--- src/rv_pkg.sv ---
`default_nettype none

package rv_pkg;

    localparam int unsigned XLEN        = 32;
    localparam int unsigned REG_ADDR_W  = 5;
    localparam int unsigned IMEM_DEPTH  = 256;
    localparam int unsigned IMEM_ADDR_W = 8;
    localparam int unsigned DMEM_DEPTH  = 256;
    localparam int unsigned DMEM_ADDR_W = 8;

    // base opcodes of the supported subset
    localparam logic [6:0] OP_R      = 7'h33;
    localparam logic [6:0] OP_IMM    = 7'h13;
    localparam logic [6:0] OP_LOAD   = 7'h03;
    localparam logic [6:0] OP_STORE  = 7'h23;
    localparam logic [6:0] OP_BRANCH = 7'h63;
    localparam logic [6:0] OP_LUI    = 7'h37;
    localparam logic [6:0] OP_AUIPC  = 7'h17;
    localparam logic [6:0] OP_JAL    = 7'h6f;

    localparam logic [2:0] F3_ADD_SUB = 3'h0;
    localparam logic [2:0] F3_SLL     = 3'h1;
    localparam logic [2:0] F3_SLT     = 3'h2;
    localparam logic [2:0] F3_SLTU    = 3'h3;
    localparam logic [2:0] F3_XOR     = 3'h4;
    localparam logic [2:0] F3_SRL_SRA = 3'h5;
    localparam logic [2:0] F3_OR      = 3'h6;
    localparam logic [2:0] F3_AND     = 3'h7;
    localparam logic [2:0] F3_BEQ     = 3'h0; // branch funct3
    localparam logic [2:0] F3_BNE     = 3'h1;

    typedef enum logic [3:0] {
        ALU_AND    = 4'h0,
        ALU_OR     = 4'h1,
        ALU_ADD    = 4'h2,
        ALU_SUB    = 4'h6,
        ALU_XOR    = 4'h7,
        ALU_SLL    = 4'h8,
        ALU_SLT    = 4'h9,
        ALU_SLTU   = 4'ha,
        ALU_SRL    = 4'hb,
        ALU_SRA    = 4'hc,
        ALU_PASS_B = 4'hd  // lui
    } alu_op_t;

    typedef enum logic [1:0] {
        WB_ALU = 2'd0,
        WB_MEM = 2'd1,
        WB_PC4 = 2'd2      // link address for jal
    } wb_sel_t;

endpackage

`default_nettype wire

--- src/rv_decoder.sv ---
`timescale 1ns/1ps
`default_nettype none

module rv_decoder import rv_pkg::*; (
    input  wire logic [XLEN-1:0] instr,
    output alu_op_t              alu_op,
    output logic                 alu_src_imm,
    output logic                 a_src_pc,
    output logic                 reg_we,
    output logic                 mem_we,
    output wb_sel_t              wb_sel,
    output logic                 branch,
    output logic                 branch_ne,
    output logic                 jump,
    output logic                 illegal
);

    logic [6:0]            opcode;
    logic [2:0]            funct3;
    logic                  funct7_b5;
    logic [REG_ADDR_W-1:0] rd;
    logic                  rd_write; // write intent before the x0 check

    assign opcode    = instr[6:0];
    assign funct3    = instr[14:12];
    assign funct7_b5 = instr[30];
    assign rd        = instr[11:7];

    // shared by register and immediate ALU forms
    function automatic alu_op_t f3_to_alu(input logic [2:0] f3, input logic sub_en,
                                          input logic sra_en);
        case (f3)
            F3_ADD_SUB: return sub_en ? ALU_SUB : ALU_ADD;
            F3_SLL:     return ALU_SLL;
            F3_SLT:     return ALU_SLT;
            F3_SLTU:    return ALU_SLTU;
            F3_XOR:     return ALU_XOR;
            F3_SRL_SRA: return sra_en ? ALU_SRA : ALU_SRL;
            F3_OR:      return ALU_OR;
            default:    return ALU_AND;
        endcase
    endfunction

    always_comb begin
        alu_op      = ALU_ADD;
        alu_src_imm = 1'b0;
        a_src_pc    = 1'b0;
        rd_write    = 1'b0;
        mem_we      = 1'b0;
        wb_sel      = WB_ALU;
        branch      = 1'b0;
        branch_ne   = 1'b0;
        jump        = 1'b0;
        illegal     = 1'b0;
        case (opcode)
            OP_R: begin
                alu_op   = f3_to_alu(funct3, funct7_b5, funct7_b5);
                rd_write = 1'b1;
            end
            OP_IMM: begin
                alu_op      = f3_to_alu(funct3, 1'b0, funct7_b5); // no subi
                alu_src_imm = 1'b1;
                rd_write    = 1'b1;
            end
            OP_LOAD: begin
                alu_src_imm = 1'b1; // rs1 + offset
                rd_write    = 1'b1;
                wb_sel      = WB_MEM;
            end
            OP_STORE: begin
                alu_src_imm = 1'b1;
                mem_we      = 1'b1;
            end
            OP_BRANCH: begin
                alu_op    = ALU_SUB; // zero flag gives equality
                branch    = 1'b1;
                branch_ne = (funct3 == F3_BNE);
            end
            OP_LUI: begin
                alu_op      = ALU_PASS_B;
                alu_src_imm = 1'b1;
                rd_write    = 1'b1;
            end
            OP_AUIPC: begin
                alu_src_imm = 1'b1;
                a_src_pc    = 1'b1;
                rd_write    = 1'b1;
            end
            OP_JAL: begin
                jump     = 1'b1;
                rd_write = 1'b1;
                wb_sel   = WB_PC4;
            end
            default: illegal = 1'b1; // retires as a no-op
        endcase
    end

    assign reg_we = rd_write && (rd != '0);

endmodule

`default_nettype wire

--- config.mk ---
export PLATFORM = sky130hd
export DESIGN_NAME = rv_decoder
export DESIGN_NICKNAME = d
export VERILOG_FILES = /design/src/rv_pkg.sv /design/src/rv_decoder.sv
export SDC_FILE = /design/constraint.sdc
export NUM_CORES = 1
export LEC_CHECK = 0
export BUFFER_PORTS_ARGS = -buffer_cell sky130_fd_sc_hd__buf_2
export CELL_PAD_IN_SITES_DETAIL_PLACEMENT = 1
export CELL_PAD_IN_SITES_GLOBAL_PLACEMENT = 2
export CORE_MARGIN = 2
export CORE_UTILIZATION = 14
export DETAILED_ROUTE_END_ITERATION = 10
export PLACE_DENSITY_LB_ADDON = 0.3
export SLEW_MARGIN = 20
export SYNTH_ARGS = -nofsm -noshare
export SYNTH_HDL_FRONTEND = slang
export SYNTH_SLANG_ARGS = --single-unit
export TNS_END_PERCENT = 20
--- constraint.sdc ---
create_clock -name vclk -period 3.55
set_input_delay 0.71 -clock vclk [all_inputs]
set_output_delay 0.71 -clock vclk [all_outputs]
set_load 0.05 [all_outputs]
* After elaboration in Yosys (flattened, before gate mapping)
Cells that the tools add are included.
Operators by class: equality and inequality tests 14, muxes and demuxes 14, reductions and logical operators 6
Operators with widths (number):
- $pmux 4 s7 | 2
- $eq 7x6->1 const B | 3
- $pmux 4 s4 | 1
- $eq 7x5->1 const B | 2
- $eq 7x7->1 const B | 2
- $eq 3x3->1 const B | 3
- $mux 1 | 8
- $reduce_or 8->1 | 1
- $eq 7x2->1 const B | 1
- $eq 3x2->1 const B | 2
- $mux 3 | 2
- $reduce_or 6->1 | 1
- $reduce_bool 5->1 | 1
- $reduce_or 5->1 | 1
- $pmux 2 s2 | 1
- $eq 3x1->1 const B | 1
- $logic_not 3->1 | 1
- $logic_and 1x1->1 | 1
Word-level totals: register bits 0, input bits 32, output and inout port bits 14, logic and storage cells 34

* Longest topological paths before layout
word-level depth 4, depth in mapped cells 4, mapped depth without buffers 3

* Worst setup path before layout
No wires, ideal clock.
path type input port to output port, start point input instr[3], end point output wb_sel[0], data arrival time 2.414 ns, required time 2.840 ns, slack 0.426 ns, stages 3, buffers on the path 0, path through nor2_4 -> nand3_1 -> nor4_1
Between the ends: word-level cells in the longest chain between the ends 2, elaborated cells on any way between the ends 3, those cells by class eq/ne (2); mux (1)
Ends and longest elaborated chain:
- start, declared | line rv_decoder.sv:5 | input wire logic [XLEN-1:0] instr,
- $eq 7x7->1 or $eq 7x2->1 (tied branches) | line rv_decoder.sv:55 | case (opcode)
- $pmux 2 s2 (*) | line rv_decoder.sv:55
- end, declared | line rv_decoder.sv:11 | output wb_sel_t wb_sel,
Every way passes the cells marked *; elsewhere a longest branch is shown, timed or not.

* Worst setup path in the final report
start point input instr[2], end point output alu_op[1]
Between the ends: word-level cells in the longest chain between the ends 2, elaborated cells on any way between the ends 5, those cells by class eq/ne (4); mux (1)
Ends and longest elaborated chain:
- $eq 7x6->1, or another cell as far along | line rv_decoder.sv:55
- $pmux 4 s4 (*) | line rv_decoder.sv:55
- end, declared | line rv_decoder.sv:6 | output alu_op_t alu_op,
Marks and branches as above.

==> reports/metrics.csv <==
stage;metric;value;unit
timing;Hold Vio Cnt, Final;0;
timing;min Tclk post-route;2580;ps
cells_and_area;Ant. Diodes;0;
critical_path;Worst Setup Start Kind;input pin;
timing;Final Setup Violations;0;
detailed_routing;number of routed nets with antenna violations;0;
detailed_routing;Initial DRT Pass Iterations;2;
yosys;Synth cell types;29;
die;Die Wd;52.8;µm
grt;largest net degree at the start of global routing;13;
die;die area;2780;µm²
critical_path;Data arrival, critical path;1870;ps
timing;setup TNS;0;ps
critical_path;Crit path required time;2840;ps
critical_path;kind of critical path;input pin to output pin;
yosys;leading area contributor after synthesis;nor2_1;
place;PortBufs;30;
cells_and_area;nets@finish;112;
yosys;Synth Area per Inst;6.53;µm²
yosys;synth top area cells;nor2_1 (6.8%), nand4_4 (6.4%), a21oi_1 (6.0%);
cells_and_area;Layout area overhead;48.5;%
grt;GRT Total Usage;8.76;%
yosys;Post-Syn Area;333;µm²
cells_and_area;layout cell share with drive strength beyond 1;43.6;%
pwr;IR Drop Worst-Case VDD;0.0299;mV
worst_hold_path;min-delay src;instr[1];
worst_hold_path;Hold EP;reg_we;
cts;postcts setup bufs;0;
run_status;status;finished, final reports clean;
grt;first-pass GRT wire length;1.99;mm
cells_and_area;Clock Buffer Count;0;
yosys;post-synthesis sequential area ratio;0;%
worst_hold_path;Hold Path Class;input pin to output pin;
die;Ports;46;
yosys;top cell type's share of synthesized area;6.77;%
detailed_routing;DR vias/cell;4.62;
worst_hold_path;hold path cells;4;
cells_and_area;Core Util, Final;22.1;%
timing;Max Transition Viols Final;0;
grt;Congestion Overflow GR;0;
yosys;Post-Synthesis Cells;51;
timing;period utilisation layout;72.7;%
detailed_routing;DRT iter0 DRCs;3;
pwr;P_leak;0.223;nW
timing;RSZ-0062 raised after global routing;false;
detailed_routing;Vias;490;
timing;Worst-Margin Slew;256;ps
yosys;syn_nets;83;
timing;WHS;1890;ps
timing;normalized max-slew margin;83.0;%
cells_and_area;sequential cell area;0;µm²
place;hpwl dp;1.00;mm
die;Initial Util;14.9;%
cts;CTS Hold Buffers Added;0;
detailed_routing;DRC;0;
detailed_routing;DRT Wirelength;1.22;mm
die;core area;2230;µm²
critical_path;crit-path max FO;12;
run;maxcap violations;0;
die;FP Rows;17;
pwr;total chip power;45.4;µW
critical_path;Setup crit end kind;output pin;
detailed_routing;Routed wire per std cell;11.5;µm
cts;Gates resized, CTS repair;0;
grt;initial antenna violation count;0;
pwr;Power per Cell Area;91.8;nW/µm²
die;Die H;52.8;µm
timing;fmax;0.387;GHz
place;GP Congestion;0.683;
cells_and_area;FFs & Latches;0;
yosys;Ys Warns;0;
grt;number of global-route vias before repair;455;
cells_and_area;Fill cells;289;
==> stage by stage <==
step	area, µm²	setup WS, ps	cells
after CTS	494	947	106
after global routing	494	893	106
after detailed placement	494	949	106
after global placement	494	968	106
final	494	968	106
after floorplan	333	426	51
==> report_power, final <==
group          switching (mW)  total, mW  internal [mW]
Combinational          0.0289     0.0454         0.0165
Sequential                  0          0              0
Clock                       0          0              0
==> kinds of logic after synthesis <==
| logic type | Yosys count | synth area share [%] |
|---|---|---|
| AOI/OAI and AO/OA | 14 | 25.9 |
| muxes | 1 | 3.01 |
| and+or+nand+nor | 32 | 62.8 |
| buffers and inverters | 4 | 8.27 |
==> cells in the final DEF (no fill, tap or decap), types with 3 or more instances in the layout <==
cell and n:
nor3_1 3, a21oi_1 4, nor2b_1 3, o21ai_0 3, nand2_1 3, buf_2 30, nand2b_1 3, nor2_1 6
==> cell type report <==
| class | instances | area, µm² | share of cell area [%] |
|---|---|---|---|
| tap | 28 | 35.0 | 7.09 |
| inverter | 1 | 3.75 | 0.759 |
| multi-input combinational | 47 | 305 | 61.8 |
| timing repair buffer | 30 | 150 | 30.4 |
==> layer usage <==
metal | up-vias | part of all wire, % | GRT usage (%)
met4 | 0 | 0 | 0
met3 | 0 | 9.1 | 0.857
met5 | - | 0 | 0
met2 | 22 | 44 | 15.6
met1 | 215 | 47 | 12.0
li1 | 253 | - | -
==> synth_stat cells (2+ instances only) <==
cell type and instances:
nand2b_1 3, o21ai_0 3, or4_1 2, nand4_1 2, nor2_1 6, nor2b_1 3, a21oi_1 4, nor3_1 3
o211ai_1 2, nand3_1 2, nand2_1 3
==> worst max-delay path, cell delays in order <==
cell	delay, ps
buf_2	220
nor2_1	110
a21boi_0	140
or4_1	470
buf_2	230
==> worst max-delay path by stage <==
stage / startpoint / end / slack, ps / depth (start not counted)
2_1_floorplan: instr[3] / wb_sel[0] / 430 / 3
6_report: instr[2] / alu_op[1] / 970 / 5
5_1_grt: instr[2] / alu_op[1] / 890 / 5
4_1_cts: instr[2] / alu_op[1] / 950 / 5
3_5_place_dp: instr[2] / alu_op[1] / 950 / 5
3_3_place_gp: instr[2] / alu_op[1] / 970 / 5
(Power assumes the default switching activity.)
