`config.mk`:
```
export PLATFORM = sky130hd
export DESIGN_NAME = rv_reg_file
export DESIGN_NICKNAME = d
export VERILOG_FILES = /design/src/rv_pkg.sv /design/src/rv_reg_file.sv
export SDC_FILE = /design/constraint.sdc
export NUM_CORES = 1
export LEC_CHECK = 0
export BUFFER_PORTS_ARGS = -buffer_cell sky130_fd_sc_hd__buf_2
export CAP_MARGIN = 20
export CORE_MARGIN = 2
export CORE_UTILIZATION = 45
export CTS_CLUSTER_SIZE = 25
export DETAILED_ROUTE_END_ITERATION = 7
export PLACE_DENSITY_LB_ADDON = 0.12
export SKIP_CTS_REPAIR_TIMING = 1
export SLEW_MARGIN = 20
export SYNTH_ARGS = -nofsm -noshare
export SYNTH_HDL_FRONTEND = slang
export SYNTH_SLANG_ARGS = --single-unit
export TNS_END_PERCENT = 20
```
`constraint.sdc`:
```
create_clock -name clk -period 4.2 [get_ports clk]
set_input_delay 0.42 -clock clk [delete_from_list [all_inputs] [get_ports clk]]
set_output_delay 0.42 -clock clk [all_outputs]
set_load 0.1 [all_outputs]
```
`src/rv_pkg.sv`:
```
`default_nettype none

package rv_pkg;

    localparam int unsigned XLEN        = 32;
    localparam int unsigned REG_ADDR_W  = 5;
    localparam int unsigned IMEM_DEPTH  = 256;
    localparam int unsigned IMEM_ADDR_W = 8;
    localparam int unsigned DMEM_DEPTH  = 256;
    localparam int unsigned DMEM_ADDR_W = 8;

    // base opcodes of the supported subset
    localparam logic [6:0] OP_R      = 7'h33;
    localparam logic [6:0] OP_IMM    = 7'h13;
    localparam logic [6:0] OP_LOAD   = 7'h03;
    localparam logic [6:0] OP_STORE  = 7'h23;
    localparam logic [6:0] OP_BRANCH = 7'h63;
    localparam logic [6:0] OP_LUI    = 7'h37;
    localparam logic [6:0] OP_AUIPC  = 7'h17;
    localparam logic [6:0] OP_JAL    = 7'h6f;

    localparam logic [2:0] F3_ADD_SUB = 3'h0;
    localparam logic [2:0] F3_SLL     = 3'h1;
    localparam logic [2:0] F3_SLT     = 3'h2;
    localparam logic [2:0] F3_SLTU    = 3'h3;
    localparam logic [2:0] F3_XOR     = 3'h4;
    localparam logic [2:0] F3_SRL_SRA = 3'h5;
    localparam logic [2:0] F3_OR      = 3'h6;
    localparam logic [2:0] F3_AND     = 3'h7;
    localparam logic [2:0] F3_BEQ     = 3'h0; // branch funct3
    localparam logic [2:0] F3_BNE     = 3'h1;

    typedef enum logic [3:0] {
        ALU_AND    = 4'h0,
        ALU_OR     = 4'h1,
        ALU_ADD    = 4'h2,
        ALU_SUB    = 4'h6,
        ALU_XOR    = 4'h7,
        ALU_SLL    = 4'h8,
        ALU_SLT    = 4'h9,
        ALU_SLTU   = 4'ha,
        ALU_SRL    = 4'hb,
        ALU_SRA    = 4'hc,
        ALU_PASS_B = 4'hd  // lui
    } alu_op_t;

    typedef enum logic [1:0] {
        WB_ALU = 2'd0,
        WB_MEM = 2'd1,
        WB_PC4 = 2'd2      // link address for jal
    } wb_sel_t;

endpackage

`default_nettype wire

```
`src/rv_reg_file.sv`:
```
`timescale 1ns/1ps
`default_nettype none

module rv_reg_file import rv_pkg::*; (
    input  wire logic                  clk,
    input  wire logic                  rst_n,
    input  wire logic                  we,
    input  wire logic [REG_ADDR_W-1:0] rd,
    input  wire logic [XLEN-1:0]       wd,
    input  wire logic [REG_ADDR_W-1:0] rs1,
    input  wire logic [REG_ADDR_W-1:0] rs2,
    output logic      [XLEN-1:0]       rd1,
    output logic      [XLEN-1:0]       rd2
);

    logic [XLEN-1:0] regs [1 << REG_ADDR_W]; // entry 0 is x0, cleared in reset

    assign rd1 = regs[rs1];
    assign rd2 = regs[rs2];

    always_ff @(posedge clk) begin
        if (!rst_n) begin
            regs[0] <= '0;
        end else if (we && (rd != '0)) begin // x0 is never overwritten
            regs[rd] <= wd;
        end
    end

    a_x0_zero: assert property (@(posedge clk) disable iff (!rst_n)
        (rs1 == '0) |-> (rd1 == '0))
        else $error("x0 read back nonzero");

endmodule

`default_nettype wire

```
## Word-level counts from Yosys, hierarchy flattened

Memory sizes are Yosys's and may differ from the RTL's.
Cells that the tools add are included.

| operators by class | value |
|---|---|
| muxes and demuxes | 7 |
| reduce and logical (&&, ||, !) cells | 3 |

Operators by type and width:

| kind | number |
|---|---|
| 2-to-1 mux 32 bit | 1 |
| OR reduction 32 bit | 1 |
| 2-to-1 mux 1 bit | 5 |
| 2-to-1 mux 5 bit | 1 |
| nonzero test 5 bit | 1 |
| logical AND 1 bit | 1 |

| word-level totals | value |
|---|---|
| register bits after elaboration | 0 |
| RAM bits | 1024 |
| bits of input ports | 50 |
| output and inout port bits | 64 |
| logic and storage cells | 11 |
| memories | 1 |

Memories:

| memory | words | width | rd ports | clocked after Yosys merged registers in | wr ports | RTL line | RTL |
|---|---|---|---|---|---|---|---|
| regs | 32 | 32 | 2 | 0 | 1 | rv_reg_file.sv:16 | `logic [XLEN-1:0] regs [1 << REG_ADDR_W];` |

## Depth between registers and ports, before layout

Gate-level depths: netlist of the first run.

| logic depth | value |
|---|---|
| depth after elaboration | 7 |
| gate-level depth with buffers | 8 |
| gate-level depth less buffers | 5 |

## Worst setup path after synthesis of the first run

No wires, ideal clock.

| path | value |
|---|---|
| path kind | input to register |
| start point | in rst_n |
| end point | mem regs[5][0] (enable) |
| setup time | 468 ps |
| arrival time | 3137 ps |
| required time | 3732 ps |
| setup slack | 595 ps |
| stages | 3 |
| path buffers | 0 |
| cells stage by stage | and3_1 nand2_1 nor3b_1 |

| on the way | value |
|---|---|
| word-level cells in the longest chain between the ends | 4 |
| elaborated cells on any way between the ends | 6 |
| those cells by class | 5 x mux; 1 x reduce/logical |

RTL lines:

| element | RTL line | RTL |
|---|---|---|
| start: declaration | rv_reg_file.sv:6 | `input wire logic rst_n,` |
| 2-to-1 mux 1 bit | rv_reg_file.sv:22 | `if (!rst_n) begin` |
| 2-to-1 mux 1 bit (not written as such) | rv_reg_file.sv:25 | `regs[rd] <= wd;` |
| OR reduction 32 bit (no line) | n/a |  |
| 2-to-1 mux 5 bit (no line) or 2-to-1 mux 1 bit (tied branches) | n/a |  |
| end: declaration | rv_reg_file.sv:16 |  |

Parallel ways exist; a longest one is shown, timed or not.

## Worst setup path in the final report of the first run

| path | value |
|---|---|
| start point | in rs2[1] |
| end point | out rd2[20] |

| on the way | value |
|---|---|
| word-level cells in the longest chain between the ends | 1 |

RTL lines:

| element | RTL line | RTL |
|---|---|---|
| start: declaration | rv_reg_file.sv:11 | `input wire logic [REG_ADDR_W-1:0] rs2,` |
| memory (32 x 32 bit) | n/a |  |
| end: declaration | rv_reg_file.sv:13 | `output logic [XLEN-1:0] rd2` |

No other way between the ends.

==> results.cfg, run 1 <==
[global_routing]
grt_usage = 0.285
grt_max_degree = 76
grt_first_pass_wirelength_um = 229000
overflow = 0
grt_pass1_vias = 32500
antenna_found_initial = 3

[sta]
max_freq_mhz = 303
finalCritPeriodShare = 0.786
max_slew.worst_pin.slew_ns = 1.11
slew_headroom = 0.260
rsz0062_at_grt = no
hold_violations = 0
period_minus_slack_ns = 3.30
holdWs_ns = 0.266
final-setup-viol-count = 0
report.final.slew_viol_count = 0
finalWorstSetupSlack_ns = 0.898
tns_ns = 0

[worst_hold_path]
hold_depth = 2
hp-class = in -> reg
hold_path_end = regs[12][16]
min-delay-start = wd[16]

[final_layout]
regArea_um2 = 30700
largest_registers = regs (1024)
final_layout_size_suffix_gt1_frac = 0.126
multiInputGateArea_um2 = 17000
top_register = regs
largest_register_ffs = 1024
num-nets-final = 3579
final_area_um2 = 55400
n_fill_cell = 9009
fin_util = 0.511
area_delta_synth_final_pct = 13.1
layoutNonFillerInstCount = 5029
n_antenna_cell = 0

[worst_setup_path]
crit_slowest_cell = buf_2
worstPathArrival_ns = 2.88
startpoint_type = input pin
path_cells = buf_8 > buf_12 > buf_12 > mux2i_1 > a22o_1 > nor3_1 > a31oi_1 > nand3_1 > buf_2
crit_type = in -> out
cp.required_ns = 3.78
crit_path_frequent_cell = buf_12
crit_family = buffers and inverters
worst-path-max-fanout = 42
worstPathBufferInverterCount = 4
end_kind = primary output
max_stage_delay_ns = 0.43

[outcome]
status = completed

[logic_synthesis]
synthCells = 3429
syn_area_um2 = 49000
synth.distinct_cells = 26
yosysSeqAreaShare = 0.628
syn-num-nets = 3479
synth_warnings = 0
ys_seq_elements = 1024
synth.avg_cell_area_um2 = 14.3

[run]
maxCapViolations = 0

[die]
pin_count = 114
die_w_um = 334
die-area_um2 = 112000
dieHeight_um = 334
design.core.area_um2 = 108000
initial_core_util = 0.452
rows = 121

[placed_design]
port_buffers = 113
routabilityCongestion = 0.818
post-place-ws_ns = 0.954
dpl.cell_count = 4836
dpl-instance-area_um2 = 52000
dp_hpwl_um = 89800

[drt]
ant_nets = 0
vias = 32500
routedWlPerCell_um = 32.4
drc = 0
initialDrtViolationCount = 3564
drt_wl_total_um = 163000
dr.pass1.iters = 6
vias_per_cell = 6.46

[cts]
htreeDepth = 3
clk_pin_slew_ns = 0.06
cts_root_buf = clkbuf_16
cts.sinks = 1024
cts_tree = yes
cts_inserted_buffers = 104
cts_buffer_depth = 3

[power]
power.leakage_nw = 18.9
powerDensity_nw_per_um2 = 414
vdd_drop_max_v = 0.000313
power_mw = 22.9
where the power goes:
part           switching, mW  internal, mW
combinational           1.71         0.630
sequential            0.0448          11.3
clock                   3.93          5.29
cell usage in the layout, fill, tap and decap left out, drive strengths merged, types with 3 or more instances in the layout:
master / count
edfxtp: 1024
bufinv: 10
clkinvlp: 3
nor2b: 6
mux2i: 1024
a21oi: 193
nand2: 201
a31oi: 64
and2: 34
clkbuf: 130
buf: 249
a22oi: 192
nand2b: 4
a22o: 128
nor2: 36
nor3: 65
clkinv: 48
nand3: 194
Yosys cell counts (all sizes together):
| cell type | number | area share |
|---|---|---|
| nor3 | 65 | 0.0066 |
| nand4 | 1 | 0.00013 |
| clkbuf | 83 | 0.0067 |
| nand2b | 4 | 0.00051 |
| and3 | 1 | 0.00013 |
| buf | 172 | 0.025 |
| o21a | 1 | 0.00015 |
| nand3 | 194 | 0.020 |
| nor2b | 6 | 0.00077 |
| a21oi | 193 | 0.020 |
| a22o | 128 | 0.023 |
| a22oi | 192 | 0.029 |
| inv | 1 | 0.000077 |
| nor2 | 36 | 0.0028 |
| or2 | 2 | 0.00026 |
| nor3b | 1 | 0.00015 |
| mux2i | 1024 | 0.21 |
| nand4b | 2 | 0.00036 |
| edfxtp | 1024 | 0.63 |
| nand2 | 201 | 0.015 |
| and2 | 34 | 0.0043 |
| a31oi | 64 | 0.0082 |
cells by family (layout without fill, tap and decap cells):
logic type	count (synthesis)	in the layout	share of synthesized area
AOI/OAI and AO/OA	578	578	0.0803
buffers and inverters	256	442	0.0316
DFF	1024	1024	0.628
muxes	1024	1024	0.209
and+or+nand+nor	547	547	0.0513
worst max-delay path by stage:
stage / end / cells after the start / from / slack, ns
2_1_floorplan: regs[5][0] / 3 / rst_n / 0.59
3_3_place_gp: rd2[1] / 8 / rs2[0] / 0.97
3_5_place_dp: rd2[31] / 9 / rs2[0] / 0.95
4_1_cts: rd2[31] / 9 / rs2[0] / 0.94
5_1_grt: rd2[31] / 9 / rs2[0] / 0.84
6_report: rd2[20] / 9 / rs2[1] / 0.90
per-layer routing:
layer,up-vias,global-route usage,share of wire
met2,1605,0.447,0.46
met1,16800,0.400,0.43
met3,310,0.0493,0.082
met4,2,0.104,0.035
met5,-,0,0.000080
li1,13700,-,-
final cells by class:
cell class	instances	share of cell area
clock inverters	62	0.0101
well taps	1414	0.0319
repair buffers	249	0.0452
inverters	1	0.0000677
flip-flops and latches	1024	0.555
multi-input cells	2149	0.307
clock buffers	130	0.0503
No activity file was read; power rests on OpenSTA's default activity.
==> run 2: changes to the inputs <==
- clock period: 4.2 -> 2.6 ns (I/O delays scaled with it)
==> run 2 against run 1 <==
Net effect:
- the flow now finishes with violations (setup timing)
- final cell count is 3.4% higher
- setup slack worse by 0.91 ns
- combinational power is 90% higher
- critical endpoint is now rd1[3]
- total power is 69% higher
- highest routed layer unchanged
- die area stayed put
- sequential share of layout area is 3.1 points lower
- largest power group unchanged
- core utilization is 3.0 points higher
- via count is 1.5% higher
- sequential power is 61% higher
==> results.cfg, run 2 (same netlist as run 1, synthesis figures left out) <==
[worst_setup_path]
worstPathArrival_ns = 2.35
crit_type = reg -> out
worst-path-max-fanout = 2
worstPathBufferInverterCount = 3
path_cells = mux2i_1 > a22o_1 > nor3_1 > a31oi_1 > buf_4 > nand3_4 > buf_6 > buf_12
crit_slowest_cell = edfxtp_1
cp.required_ns = 2.34
critical_path.startpoint = regs[7][3]
crit_family = buffers and inverters
startpoint_type = flip-flop
max_stage_delay_ns = 0.41
end_kind = primary output

[global_routing]
grt_pass1_vias = 33000
grt_max_degree = 53
antenna_found_initial = 8
overflow = 0
grt_usage = 0.291
grt_first_pass_wirelength_um = 234000

[die]
die_w_um = 334
initial_core_util = 0.452
rows = 121
die-area_um2 = 112000
design.core.area_um2 = 108000
dieHeight_um = 334
pin_count = 114

[drt]
vias = 33000
drc = 0
dr.pass1.iters = 5
drt_wl_total_um = 166000
vias_per_cell = 6.34
initialDrtViolationCount = 3434
ant_nets = 0
routedWlPerCell_um = 31.9

[final_layout]
top_register = regs
largest_register_ffs = 1024
layout_common_cells = edfxtp_1 (1,024), mux2i_1 (1,023), nand2_1 (199)
num-nets-final = 3744
final_area_um2 = 58700
final_layout_size_suffix_gt1_frac = 0.167
layoutNonFillerInstCount = 5198
area_delta_synth_final_pct = 19.8
largest_registers = regs (1024)
final_common_cell = edfxtp_1

[placed_design]
dpl.cell_count = 4998
port_buffers = 113
routabilityCongestion = 0.867
dp_hpwl_um = 96500
dpl-instance-area_um2 = 54900

[power]
powerDensity_nw_per_um2 = 660
power.leakage_nw = 20.4
vdd_drop_max_v = 0.000506

[cts]
cts_buffer_depth = 3
htreeDepth = 3
cts_root_buf = clkbuf_16
cts_inserted_buffers = 108
cts.sinks = 1024
cts_tree = yes
clk_pin_slew_ns = 0.06

[sta]
hold_violations = 0
rsz0062_at_grt = yes
finalCritPeriodShare = 1.00
period_minus_slack_ns = 2.61
max_slew.worst_pin.slew_ns = 0.721
final-setup-viol-count = 1
finalWorstSetupSlack_ns = -0.0130
report.final.slew_viol_count = 0
slew_headroom = 0.520
max_freq_mhz = 383

[outcome]
violations = setup timing
status = complete, but fails checks

[worst_hold_path]
hp-class = in -> reg
min-delay-start = wd[0]

[run]
maxCapViolations = 0
==> run 2: cell count changes in the layout (fill, tap and decap cells not counted), moves of 3 or more <==
| cell | previous run | this run |
|---|---|---|
| clkbuf_1 | 22 | 18 |
| buf_2 | 103 | 48 |
| buf_12 | 70 | 193 |
| and2_2 | 14 | 0 |
| and2_1 | 18 | 32 |
| buf_4 | 73 | 159 |
| clkinv_1 | 25 | 22 |
| clkbuf_16 | 108 | 111 |
| clkinvlp_4 | 3 | 6 |
| nand3_1 | 194 | 184 |
| buf_6 | 1 | 6 |
| bufinv_16 | 10 | 18 |
| nand3_2 | 0 | 9 |
==> run 2: area by class of cell <==
| type | instances | area [um2] |
|---|---|---|
| antenna | 2 | 5.00 |
| timing repair buffer | 410 | 5410 |
| tap | 1414 | 1770 |
| fill | 8632 | 49700 |
| clock buffer | 129 | 2850 |
| multi-input combinational | 2149 | 17100 |
| clock inverter | 69 | 798 |
| sequential | 1024 | 30700 |
| inverter | 1 | 3.75 |
==> run 2: power by group <==
part	total (mW)	switching, mW	internal [mW]
clock	16.0	6.42	9.54
sequential	18.3	0.0716	18.3
combinational	4.44	2.88	1.55
==> run 2: per-stage QoR <==
step                      setup slack, ns  hold slack (ns)   util  power (mW)  TNS, ns
after floorplan                     0.130            0.689      -        21.2        0
after global placement             0.0283            0.797  0.506        23.0        0
after detailed placement           0.0408            0.805  0.506        23.0        0
after CTS                          -0.357           0.0740  0.540        38.8    -1.35
after global routing              -0.0372            0.117  0.541        39.7  -0.0756
final                             -0.0130            0.106  0.541        38.7  -0.0130
==> run 2: final timing paths <==
path,cells after the start,end
worst max-delay path,8,rd1[3]
worst min-delay path,3,regs[8][0]
==> run 2: metal layers <==
| metal | share of wire | track usage |
|---|---|---|
| met1 | 0.42 | 0.401 |
| met2 | 0.46 | 0.466 |
| met3 | 0.079 | 0.0431 |
| met4 | 0.039 | 0.112 |
| met5 | 0.00036 | 0 |
