===== src/rv_pkg.sv =====
`default_nettype none

package rv_pkg;

    localparam int unsigned XLEN        = 32;
    localparam int unsigned REG_ADDR_W  = 5;
    localparam int unsigned IMEM_DEPTH  = 256;
    localparam int unsigned IMEM_ADDR_W = 8;
    localparam int unsigned DMEM_DEPTH  = 256;
    localparam int unsigned DMEM_ADDR_W = 8;

    // base opcodes of the supported subset
    localparam logic [6:0] OP_R      = 7'h33;
    localparam logic [6:0] OP_IMM    = 7'h13;
    localparam logic [6:0] OP_LOAD   = 7'h03;
    localparam logic [6:0] OP_STORE  = 7'h23;
    localparam logic [6:0] OP_BRANCH = 7'h63;
    localparam logic [6:0] OP_LUI    = 7'h37;
    localparam logic [6:0] OP_AUIPC  = 7'h17;
    localparam logic [6:0] OP_JAL    = 7'h6f;

    localparam logic [2:0] F3_ADD_SUB = 3'h0;
    localparam logic [2:0] F3_SLL     = 3'h1;
    localparam logic [2:0] F3_SLT     = 3'h2;
    localparam logic [2:0] F3_SLTU    = 3'h3;
    localparam logic [2:0] F3_XOR     = 3'h4;
    localparam logic [2:0] F3_SRL_SRA = 3'h5;
    localparam logic [2:0] F3_OR      = 3'h6;
    localparam logic [2:0] F3_AND     = 3'h7;
    localparam logic [2:0] F3_BEQ     = 3'h0; // branch funct3
    localparam logic [2:0] F3_BNE     = 3'h1;

    typedef enum logic [3:0] {
        ALU_AND    = 4'h0,
        ALU_OR     = 4'h1,
        ALU_ADD    = 4'h2,
        ALU_SUB    = 4'h6,
        ALU_XOR    = 4'h7,
        ALU_SLL    = 4'h8,
        ALU_SLT    = 4'h9,
        ALU_SLTU   = 4'ha,
        ALU_SRL    = 4'hb,
        ALU_SRA    = 4'hc,
        ALU_PASS_B = 4'hd  // lui
    } alu_op_t;

    typedef enum logic [1:0] {
        WB_ALU = 2'd0,
        WB_MEM = 2'd1,
        WB_PC4 = 2'd2      // link address for jal
    } wb_sel_t;

endpackage

`default_nettype wire


===== src/rv_imm_gen.sv =====
`timescale 1ns/1ps
`default_nettype none

module rv_imm_gen import rv_pkg::*; (
    input  wire logic [XLEN-1:0] instr,
    output logic      [XLEN-1:0] imm
);

    logic [6:0] opcode;
    logic       sign;

    assign opcode = instr[6:0];
    assign sign   = instr[31];

    always_comb begin
        case (opcode)
            OP_IMM, OP_LOAD:
                imm = {{20{sign}}, instr[31:20]};
            OP_STORE:
                imm = {{20{sign}}, instr[31:25], instr[11:7]};
            OP_BRANCH: // offset in halfwords
                imm = {{19{sign}}, sign, instr[7], instr[30:25], instr[11:8], 1'b0};
            OP_LUI, OP_AUIPC:
                imm = {instr[31:12], 12'b0};
            OP_JAL:
                imm = {{11{sign}}, sign, instr[19:12], instr[20], instr[30:21], 1'b0};
            default:
                imm = '0; // R-type has no immediate
        endcase
    end

endmodule

`default_nettype wire


===== config.mk =====
export PLATFORM = sky130hd
export DESIGN_NAME = rv_imm_gen
export DESIGN_NICKNAME = d
export VERILOG_FILES = /design/src/rv_pkg.sv /design/src/rv_imm_gen.sv
export SDC_FILE = /design/constraint.sdc
export NUM_CORES = 1
export LEC_CHECK = 0
export BUFFER_PORTS_ARGS = -buffer_cell sky130_fd_sc_hd__buf_2
export CAP_MARGIN = 20
export CORE_AREA = 2 2 42 44
export DETAILED_ROUTE_END_ITERATION = 8
export DIE_AREA = 0 0 44 46
export PLACE_DENSITY = 0.8
export SLEW_MARGIN = 25
export SYNTH_ARGS = -nofsm -noshare
export SYNTH_HDL_FRONTEND = slang
export SYNTH_SLANG_ARGS = --single-unit

===== constraint.sdc =====
create_clock -name vclk -period 1.1
set_clock_uncertainty 0.05 [all_clocks]
set_input_delay 0.055 -clock vclk [all_inputs]
set_output_delay 0.055 -clock vclk [all_outputs]
set_load 0.02 [all_outputs]

* After elaboration in Yosys (flattened, before gate mapping)
Cells that the tools add are included.
W data, S select, Z words.
** Cells by class
- Equality and inequality tests :: 7
- Mux-type cells :: 1
- Reductions and logical operators :: 2
** Operators with widths (number)
- $pmux W32 S5 :: 1
- $eq A7 B5 Y1 const B :: 2
- $eq A7 B6 Y1 const B :: 2
- $eq A7 B7 Y1 const B :: 2
- $eq A7 B2 Y1 const B :: 1
- $reduce_or A2 Y1 :: 2
** Word-level totals
- Register bits after elaboration :: 0
- Input port bits :: 32

* Depth between registers and ports, before layout
Gate-level depths: netlist of run 1.
- Depth after elaboration :: 3
- Mapped depth :: 4
- Mapped depth without buffers :: 3

* Least setup slack after synthesis of run 1
Ideal clock, no wire load.
- Kind :: in2out
- Start :: input instr[5]
- End :: output imm[20]
- Data arrival time :: 1.075 ns
- Path slack :: -0.080 ns
- Cell stages on the path :: 4
- Path through :: nor4_1 > a211oi_2 > buf_6 > o2bb2ai_1
** Between the ends
- Word-level cells in the longest chain between the ends :: 3
- Elaborated cells on any way between the ends :: 10
- Those cells by class :: 7 x eq/ne; 1 x mux; 2 x reduce/logical
** Ends and longest elaborated chain
- start: declaration :: line rv_imm_gen.sv:5 : input wire logic [XLEN-1:0] instr,
- $eq A7 B6 Y1, or another cell as far along :: line rv_imm_gen.sv:16 : case (opcode)
- $reduce_or A2 Y1 :: line rv_imm_gen.sv:16
- $pmux W32 S5 (*) :: line rv_imm_gen.sv:16
- end: declaration :: line rv_imm_gen.sv:6 : output logic [XLEN-1:0] imm
Every way passes the cells marked *; elsewhere a longest branch is shown, timed or not.

* Final worst setup path of run 1
- Start :: input instr[4]
- End :: output imm[6]
The elaborated chain is that of the path after synthesis.

==> results of run 1 <==
## repair_timing
item	CTS	global route
cloned	3	1
resized for setup	102	36
endpoints found under the setup margin	32	32
setup buffers	4	1
pin swaps	22	15
endpoints found under the hold margin	0	0
## worst paths after layout
check,start,to,slack (ns),cells past startpoint
max,instr[4],imm[6],-0.22,7
min,instr[10],imm[3],0.37,3
## metrics by stage
stage | cell area [µm²] | power, mW | hold WS (ns) | std cells
2_1_floorplan | 484 | 0.102 | 0.182 | 68
3_3_place_gp | 890 | 0.225 | 0.371 | 157
3_5_place_dp | 890 | 0.231 | 0.369 | 157
4_1_cts | 1340 | 0.348 | 0.362 | 164
5_1_grt | 1520 | 0.446 | 0.379 | 166
6_report | 1520 | 0.436 | 0.369 | 166
## worst min-delay path: stages
cell and delay (ns):
buf_2 0.08, a32o_2 0.12, buf_6 0.11
## cell usage in the layout (no fill, tap or decap), types with 2 or more instances in the layout
master     netlist  layout
a32o_2           0       4
nor2_1           9       2
and2_4           0       2
buf_2            3      27
nand2_1          8       6
a21o_1           8       8
buf_4            0       9
o211a_4          0       4
o21a_1           2       2
nor2_2           0       2
buf_6            2      43
buf_8            0       2
buf_12           0       3
nor2_4           0       5
nand2_2          0       2
o2bb2ai_2        0      10
## layer usage
layer	up-vias	part of all wire, %	GRT usage, %
met4	0	7.4	7.88
met5	-	0	0
li1	435	-	-
met2	116	48	65.6
met1	509	33	34.2
met3	31	11	2.38
## final cells by class
class | count | share of cell area [%]
repair buffers | 85 | 52.9
well taps | 17 | 1.40
inverters | 1 | 0.248
multi-input cells | 63 | 45.5
## cell families (layout without fill, tap and decap cells)
| family | after synthesis | after routing | synth area share [%] |
|---|---|---|---|
| compound gates | 32 | 34 | 57.1 |
| simple gates | 29 | 29 | 33.6 |
| buf+inv | 7 | 86 | 9.30 |
## where the power goes
| part | total [mW] | switching, mW | leakage (nW) | internal [mW] |
|---|---|---|---|---|
| sequential | 0 | 0 | 0 | 0 |
| clock | 0 | 0 | 0 | 0 |
| combinational | 0.436 | 0.224 | 0.777 | 0.212 |
| total | 0.436 | 0.224 | 0.777 | 0.212 |
## cells in the mapped netlist, drive strengths merged
cell type,n,area (µm²)
a211oi,1,12.5
a21o,9,68.8
a21oi,1,5.00
a22o,1,8.76
a32o,5,50.1
and2,3,18.8
and2b,1,8.76
and3,1,6.26
and3b,1,12.5
and4b,1,11.3
and4bb,1,12.5
buf,5,37.5
clkbuf,1,3.75
inv,1,3.75
nand2,8,30.0
nor2,9,33.8
nor2b,1,6.26
nor3b,1,7.51
nor4,1,6.26
nor4b,1,8.76
o211a,2,20.0
o21a,2,15.0
o2bb2ai,11,96.3
==> results.sh, run 1 <==
export IMPL_max_slew_margin_rel_pct=74.1
export IMPL_ios=64
export IMPL_vias=1091
export IMPL_fillers=44
export IMPL_nFlopsAndLatches=0
export IMPL_final_antenna_net_count=0
export IMPL_area_growth_pct=213
export IMPL_path_max_fanout=8
export IMPL_die_x_um=44
export IMPL_via_per_inst=6.57
export IMPL_setup_slack_ns=-0.222
export IMPL_wire_per_inst_um=26.7
export IMPL_antenna_found_initial=0
export IMPL_port_buffers=64
export IMPL_initial_core_util_pct=30.0
export IMPL_cp_start_kind="primary input"
export IMPL_path_class="in2out"
export IMPL_slew_viol_final=0
export IMPL_critPathMostFrequentCell="buf_6"
export IMPL_hp_class="in2out"
export IMPL_clkbuf_count=0
export IMPL_fin_crit_ns=1.32
export IMPL_first_pass_iters=4
export IMPL_overflow=0
export IMPL_final_layout_size_suffix_gt1_share_pct=84.6
export IMPL_final_net_count=183
export IMPL_maxCapViolCount=0
export IMPL_drt_iter0_markers=40
export IMPL_grtUsageTotal_pct=31.8
export IMPL_die_h_um=46
export IMPL_hold_buffers=0
export IMPL_powerDensity_nw_per_um2=288
export IMPL_synthCells=68
export IMPL_hpwl_um=1660
export IMPL_fmax_mhz=756
export IMPL_rows=15
export IMPL_critPathMaxStageDelay_ns=0.31
export IMPL_grt_max_degree=18
export IMPL_rsz0062_at_grt="yes"
export IMPL_final_util_pct=94.0
export IMPL_cp_slowest_cell="nor4b_4"
export IMPL_post_route_period_util_pct=120
export IMPL_finalHoldViolations=0
export IMPL_fin_tns_setup_ns=-5.08
export IMPL_endpoint_kind="output port"
export IMPL_drt_total_wl_um=4430
export IMPL_pre_cts_ws_ns=-0.489
export IMPL_drc=0
export IMPL_place_gp_congestion=0.814
export IMPL_fp_dieArea_um2=2020
export IMPL_netlist_area_um2=484
export IMPL_insertedDiodeCount=0
export IMPL_synth_warnings=0
export IMPL_status="finished with violations"
export IMPL_violations="negative setup slack"
export IMPL_grt_pass1_vias=987
export IMPL_crit_buf_inv=4
export IMPL_synth_cell_types=26
export IMPL_crit_arrival_ns=1.22
export IMPL_grt_first_pass_wirelength_um=4820
export IMPL_syn_avg_cell_area_um2=7.12
export IMPL_yosysSeqAreaShare_pct=0
export IMPL_irDropWorstVdd_mv=0.237
export IMPL_required_ns=1.00
export IMPL_finalSetupViolCount=32
export IMPL_regArea_um2=0
export IMPL_cp_top_family="buffers and inverters"
export IMPL_crit_chain="buf_6, buf_6, nor4b_4, a211oi_4, clkbuf_16, nor2_2, buf_4"
export IMPL_syn_num_nets=100
export IMPL_p_leak_nw=0.777
export IMPL_tightestPinTransition_ns=0.388
export IMPL_multi_input_area_um2=689
export IMPL_core_um2=1610
Note: power is estimated with default switching activity, not from simulation.
==> inputs of run 2 (changes only) <==
==> constraint.sdc (replaced) <==
create_clock -name vclk -period 1.1
set_clock_uncertainty 0.05 [all_clocks]
set_input_delay 0.22 -clock vclk [all_inputs]
set_output_delay 0.22 -clock vclk [all_outputs]
set_load 0.02 [all_outputs]
==> run 2 against run 1 <==
Synthesized cell count is the same. Synthesized area is the same. The run now fails in global routing.
==> results.sh, run 2 <==
export IMPL_antenna_found_initial=1
export IMPL_synth_most_common_cell="o2bb2ai_1"
export IMPL_synthTopCellsByArea="o2bb2ai_1 20%, a21o_1 12%, a32o_1 10%"
export IMPL_synthDominantCellAreaShare_pct=19.9
export IMPL_netlist_area_um2=484
export IMPL_syn_num_nets=100
export IMPL_synth_cell_types=26
export IMPL_failed_stage="global routing"
export IMPL_die_x_um=44
export IMPL_ys_top_cells_by_count="11 x o2bb2ai_1, 9 x nor2_1, 8 x a21o_1, 8 x nand2_1, 5 x a32o_1"
export IMPL_synth_warnings=0
export IMPL_hold_buffers=0
export IMPL_synth_top_area_cell="o2bb2ai_1"
export IMPL_initial_core_util_pct=30.0
export IMPL_grt_worst_endpoint="imm[15]"
export IMPL_firstError="[ERROR DPL-0033] detailed placement checks failed during check placement."
export IMPL_syn_avg_cell_area_um2=7.12
export IMPL_hpwl_um=1770
export IMPL_die_h_um=46
export IMPL_worst_endpoint_kind="top-level output"
export IMPL_place_gp_congestion=0.769
export IMPL_port_buffers=64
export IMPL_pre_cts_ws_ns=-0.775
export IMPL_status="aborted with a tool error"
export IMPL_ios=64
export IMPL_synthCells=68
export IMPL_rows=15
export IMPL_yosysSeqAreaShare_pct=0
export IMPL_grt_max_degree=18
==> run 2: cell counts after synthesis <==
Identical to the previous run, type by type.
==> run 2: logic make-up after synthesis <==
family,share of synthesized area (%)
buffers and inverters,9.30
and+or+nand+nor,33.6
AOI/OAI and AO/OA,57.1
==> run 2: metrics by stage <==
step / instances / util (%) / instance area, µm²
after floorplan: 68 / - / 643
after global placement: 162 / 68.0 / 1100
after detailed placement: 162 / 68.0 / 1100
after CTS: 171 / 93.8 / 1510
==> run 2: repair_timing <==
item | CTS
endpoints found under the setup margin | 32
gates resized for setup | 89
buffers inserted | 8
pin swaps | 11
gates cloned | 1
==> inputs of run 3 (changes only) <==
- CORE_AREA: 2 2 42 44 -> 2 2 63 65
- DIE_AREA: 0 0 44 46 -> 0 0 65 67
- PLACE_DENSITY: 0.8 -> default
- PLACE_DENSITY_LB_ADDON: default -> 0.15
==> run 3 against run 2 <==
The flow now finishes, with violations (negative setup slack).
==> results.sh, run 3 (same netlist as run 1, synthesis figures left out) <==
export IMPL_status="finished with violations"
export IMPL_violations="negative setup slack"
export IMPL_fmax_mhz=603
export IMPL_grt_pass1_vias=874
export IMPL_via_per_inst=4.55
export IMPL_insertedDiodeCount=0
export IMPL_drt_total_wl_um=2540
export IMPL_irDropWorstVdd_mv=0.0905
export IMPL_die_h_um=67
export IMPL_nFlopsAndLatches=0
export IMPL_crit_chain="buf_8, buf_6, and4b_2, o211a_4, clkbuf_16, a21o_4, buf_6"
export IMPL_p_leak_nw=0.754
export IMPL_final_antenna_net_count=0
export IMPL_cp_slowest_cell="o211a_4"
export IMPL_fp_dieArea_um2=4360
export IMPL_post_route_period_util_pct=151
export IMPL_seqPwrFrac_pct=0
export IMPL_core_um2=3610
export IMPL_area_growth_pct=229
export IMPL_vias=901
export IMPL_rsz0062_at_grt="yes"
export IMPL_drc=0
export IMPL_fin_crit_ns=1.66
export IMPL_cp_start_kind="primary input"
export IMPL_p_switching_uw=178
export IMPL_final_net_count=184
export IMPL_pre_cts_ws_ns=-0.793
export IMPL_path_class="in2out"
export IMPL_max_slew_margin_rel_pct=78.4
export IMPL_rows=22
export IMPL_overflow=0
export IMPL_multi_input_area_um2=691
export IMPL_crit_buf_inv=4
export IMPL_wire_per_inst_um=12.8
export IMPL_die_x_um=65
export IMPL_first_pass_iters=2
export IMPL_grt_max_degree=18
export IMPL_p_sw_share_pct=46.1
export IMPL_endpoint_kind="output port"
export IMPL_clkbuf_count=0
export IMPL_finalHoldViolations=0
export IMPL_port_buffers=64
export IMPL_fillers=343
export IMPL_p_int_uw=208
export IMPL_hpwl_um=1920
export IMPL_final_layout_size_suffix_gt1_share_pct=90.0
export IMPL_critPathMaxStageDelay_ns=0.27
export IMPL_place_gp_congestion=0.754
export IMPL_ios=64
export IMPL_hp_class="in2out"
export IMPL_required_ns=0.83
export IMPL_drt_iter0_markers=15
export IMPL_initial_core_util_pct=13.4
export IMPL_fin_tns_setup_ns=-15.91
export IMPL_cp_top_family="buffers and inverters"
export IMPL_critPathMostFrequentCell="buf_6"
export IMPL_grt_first_pass_wirelength_um=3900
export IMPL_crit_arrival_ns=1.39
export IMPL_antenna_found_initial=0
export IMPL_powerDensity_nw_per_um2=243
export IMPL_hold_buffers=0
export IMPL_path_max_fanout=4
export IMPL_grtUsageTotal_pct=10.7
export IMPL_finalSetupViolCount=32
export IMPL_maxCapViolCount=0
export IMPL_setup_slack_ns=-0.559
export IMPL_regArea_um2=0
export IMPL_tightestPinTransition_ns=0.322
export IMPL_combPwrFrac_pct=100.0
export IMPL_p_clk_share_pct=0
export IMPL_slew_viol_final=0
export IMPL_mostFrequentLayoutCell="buf_6"
export IMPL_final_cell_mix="44 x buf_6, 28 x buf_2, 10 x o2bb2ai_2"
==> run 3: per-stage QoR <==
step	util, %	total power [mW]	area (µm²)	cells	hold slack [ns]
after floorplan	-	0.125	643	68	0.502
after global placement	31.6	0.274	1140	192	0.719
after detailed placement	31.6	0.277	1140	192	0.716
after CTS	39.3	0.356	1420	194	0.703
after global routing	44.2	0.412	1590	198	0.693
final	44.2	0.387	1590	198	0.681
==> run 3: per-layer routing <==
layer	share of wire, %	up-vias	track usage, %	wire [µm]
met5	0	-	0	0
met4	0	0	0	0
met3	8.7	0	1.69	222
met2	54	43	22.3	1370
met1	37	422	11.8	947
li1	-	436	-	-
==> run 3: power by group through the flow <==
stage | logic [mW] | clock network (mW) | registers [mW]
after detailed placement | 0.277 | 0 | 0
after global placement | 0.274 | 0 | 0
final | 0.387 | 0 | 0
after floorplan | 0.125 | 0 | 0
after global routing | 0.412 | 0 | 0
after CTS | 0.356 | 0 | 0
==> run 3: final cells by class <==
| cell class | count | area share [%] |
|---|---|---|
| inverter | 1 | 0.236 |
| tap | 48 | 3.77 |
| timing repair buffer | 88 | 52.6 |
| multi-input combinational | 61 | 43.4 |
==> run 3: what timing repair did <==
action,in CTS,in global routing
pin swaps,11,5
setup endpoints to repair,32,32
buffers inserted,2,3
gates cloned,0,1
resized for setup,65,36
==> run 3: final timing paths <==
check      start  cells after the start  endpoint
max     instr[5]                      7   imm[19]
min    instr[13]                      3   imm[13]
==> inputs of run 4 (changes only) <==
==> constraint.sdc (replaced) <==
create_clock -name vclk -period 1.1
set_clock_uncertainty 0.05 [all_clocks]
set_input_delay 0.055 -clock vclk [all_inputs]
set_output_delay 0.055 -clock vclk [all_outputs]
set_load 0.02 [all_outputs]
==> run 4 against run 3 <==
The flow still finishes with violations (negative setup slack). Largest cell class unchanged. Critical endpoint is now imm[21]. Sequential share of layout area did not move. Non-clock buffer count shrank 7. Combinational power grew 2%.
==> results.sh, run 4 (same netlist as run 1, synthesis figures left out) <==
export IMPL_p_int_uw=199
export IMPL_slew_viol_final=0
export IMPL_finalSetupViolCount=32
export IMPL_p_sw_share_pct=49.5
export IMPL_p_clk_share_pct=0
export IMPL_combPwrFrac_pct=100.0
export IMPL_path_class="in2out"
export IMPL_required_ns=1.00
export IMPL_overflow=0
export IMPL_multi_input_area_um2=701
export IMPL_die_h_um=67
export IMPL_endpoint_kind="output port"
export IMPL_dp_cells=185
export IMPL_nFlopsAndLatches=0
export IMPL_fillers=372
export IMPL_irDropWorstVdd_mv=0.123
export IMPL_antenna_found_initial=0
export IMPL_final_cell_mix="38 x buf_6, 27 x buf_2, 11 x buf_4"
export IMPL_rsz0062_at_grt="yes"
export IMPL_via_per_inst=4.72
export IMPL_hold_slack_ns=0.362
export IMPL_die_x_um=65
export IMPL_finalHoldViolations=0
export IMPL_ios=64
export IMPL_cp_start_kind="primary input"
export IMPL_regArea_um2=0
export IMPL_post_route_period_util_pct=114
export IMPL_hpwl_um=1770
export IMPL_hp_class="in2out"
export IMPL_tightestPinTransition_ns=0.323
export IMPL_core_um2=3610
export IMPL_pre_cts_ws_ns=-0.546
export IMPL_max_slew_margin_rel_pct=78.4
export IMPL_insertedDiodeCount=0
export IMPL_grt_first_pass_wirelength_um=4530
export IMPL_final_net_count=180
export IMPL_wire_per_inst_um=15.9
export IMPL_seqPwrFrac_pct=0
export IMPL_clkbuf_count=0
export IMPL_fp_dieArea_um2=4360
export IMPL_final_antenna_net_count=0
export IMPL_status="finished with violations"
export IMPL_drt_total_wl_um=3090
export IMPL_p_switching_uw=195
export IMPL_fmax_mhz=794
export IMPL_first_pass_iters=4
export IMPL_port_buffers=64
export IMPL_place_gp_congestion=0.718
export IMPL_final_layout_size_suffix_gt1_share_pct=82.9
export IMPL_hold_buffers=0
export IMPL_grtUsageTotal_pct=13.0
export IMPL_area_growth_pct=211
export IMPL_mostFrequentLayoutCell="buf_6"
export IMPL_vias=916
export IMPL_drt_iter0_markers=23
export IMPL_grt_pass1_vias=983
export IMPL_maxCapViolCount=0
export IMPL_drc=0
export IMPL_p_leak_nw=0.746
export IMPL_initial_core_util_pct=13.4
export IMPL_powerDensity_nw_per_um2=262
export IMPL_setup_slack_ns=-0.159
export IMPL_rows=22
export IMPL_fin_crit_ns=1.26
export IMPL_violations="negative setup slack"
export IMPL_final_cells=194
export IMPL_grt_max_degree=18
export IMPL_path_max_fanout=9
export IMPL_crit_arrival_ns=1.15
## run 4: changes by cell type in the layout (fill, tap and decap cells not counted), sizes merged
| cell | before | now |
|---|---|---|
| o211a | 2 | 4 |
| and3 | 1 | 2 |
| buf | 87 | 80 |
## run 4: final cells by class
type               count  share of cell area (%)
multi-input cells     64                    46.6
inverters              1                   0.249
repair buffers        81                    49.2
well taps             48                    3.99
## run 4: path summary, 6_finish.rpt
path                      start  slack, ns       to  cells past startpoint
worst max-delay path   instr[2]      -0.16  imm[21]                      7
worst min-delay path  instr[19]       0.36  imm[19]                      3
## run 4: timing repair
item / in CTS / in global routing
hold endpoints to repair: 0 / 0
setup endpoints to repair: 32 / 32
resized for setup: 98 / 31
buffers inserted: 5 / 1
gates cloned: 3 / 1
pin swaps: 22 / 10
## run 4: worst max-delay path: stages
cell	delay (ns)
buf_8	0.13
nor4_4	0.28
buf_4	0.17
a211oi_4	0.05
clkbuf_16	0.19
o2bb2ai_2	0.13
buf_6	0.13
## run 4: layer usage
| metal | GRT usage [%] | up-vias | part of all wire, % |
|---|---|---|---|
| li1 | - | 434 | - |
| met1 | 14.4 | 425 | 38 |
| met2 | 26.5 | 53 | 53 |
| met3 | 1.52 | 4 | 7.6 |
| met4 | 1.86 | 0 | 1.4 |
| met5 | 0 | - | 0 |
## run 4: stage by stage
step | cell area, µm² | setup TNS, ns | power [mW] | util, %
after floorplan | 484 | -0.501 | 0.102 | -
after global placement | 918 | -11.71 | 0.225 | 25.5
after detailed placement | 918 | -12.44 | 0.226 | 25.5
after CTS | 1350 | -2.76 | 0.342 | 37.3
after global routing | 1510 | -4.71 | 0.417 | 41.7
final | 1510 | -3.68 | 0.394 | 41.7
## run 4: power groups by stage
| stage | combinational (mW) | clock [mW] | sequential, mW |
|---|---|---|---|
| finish | 0.394 | 0 | 0 |
| global route | 0.417 | 0 | 0 |
| CTS | 0.342 | 0 | 0 |
| detailed placement | 0.226 | 0 | 0 |
| global placement | 0.225 | 0 | 0 |
| floorplan | 0.102 | 0 | 0 |
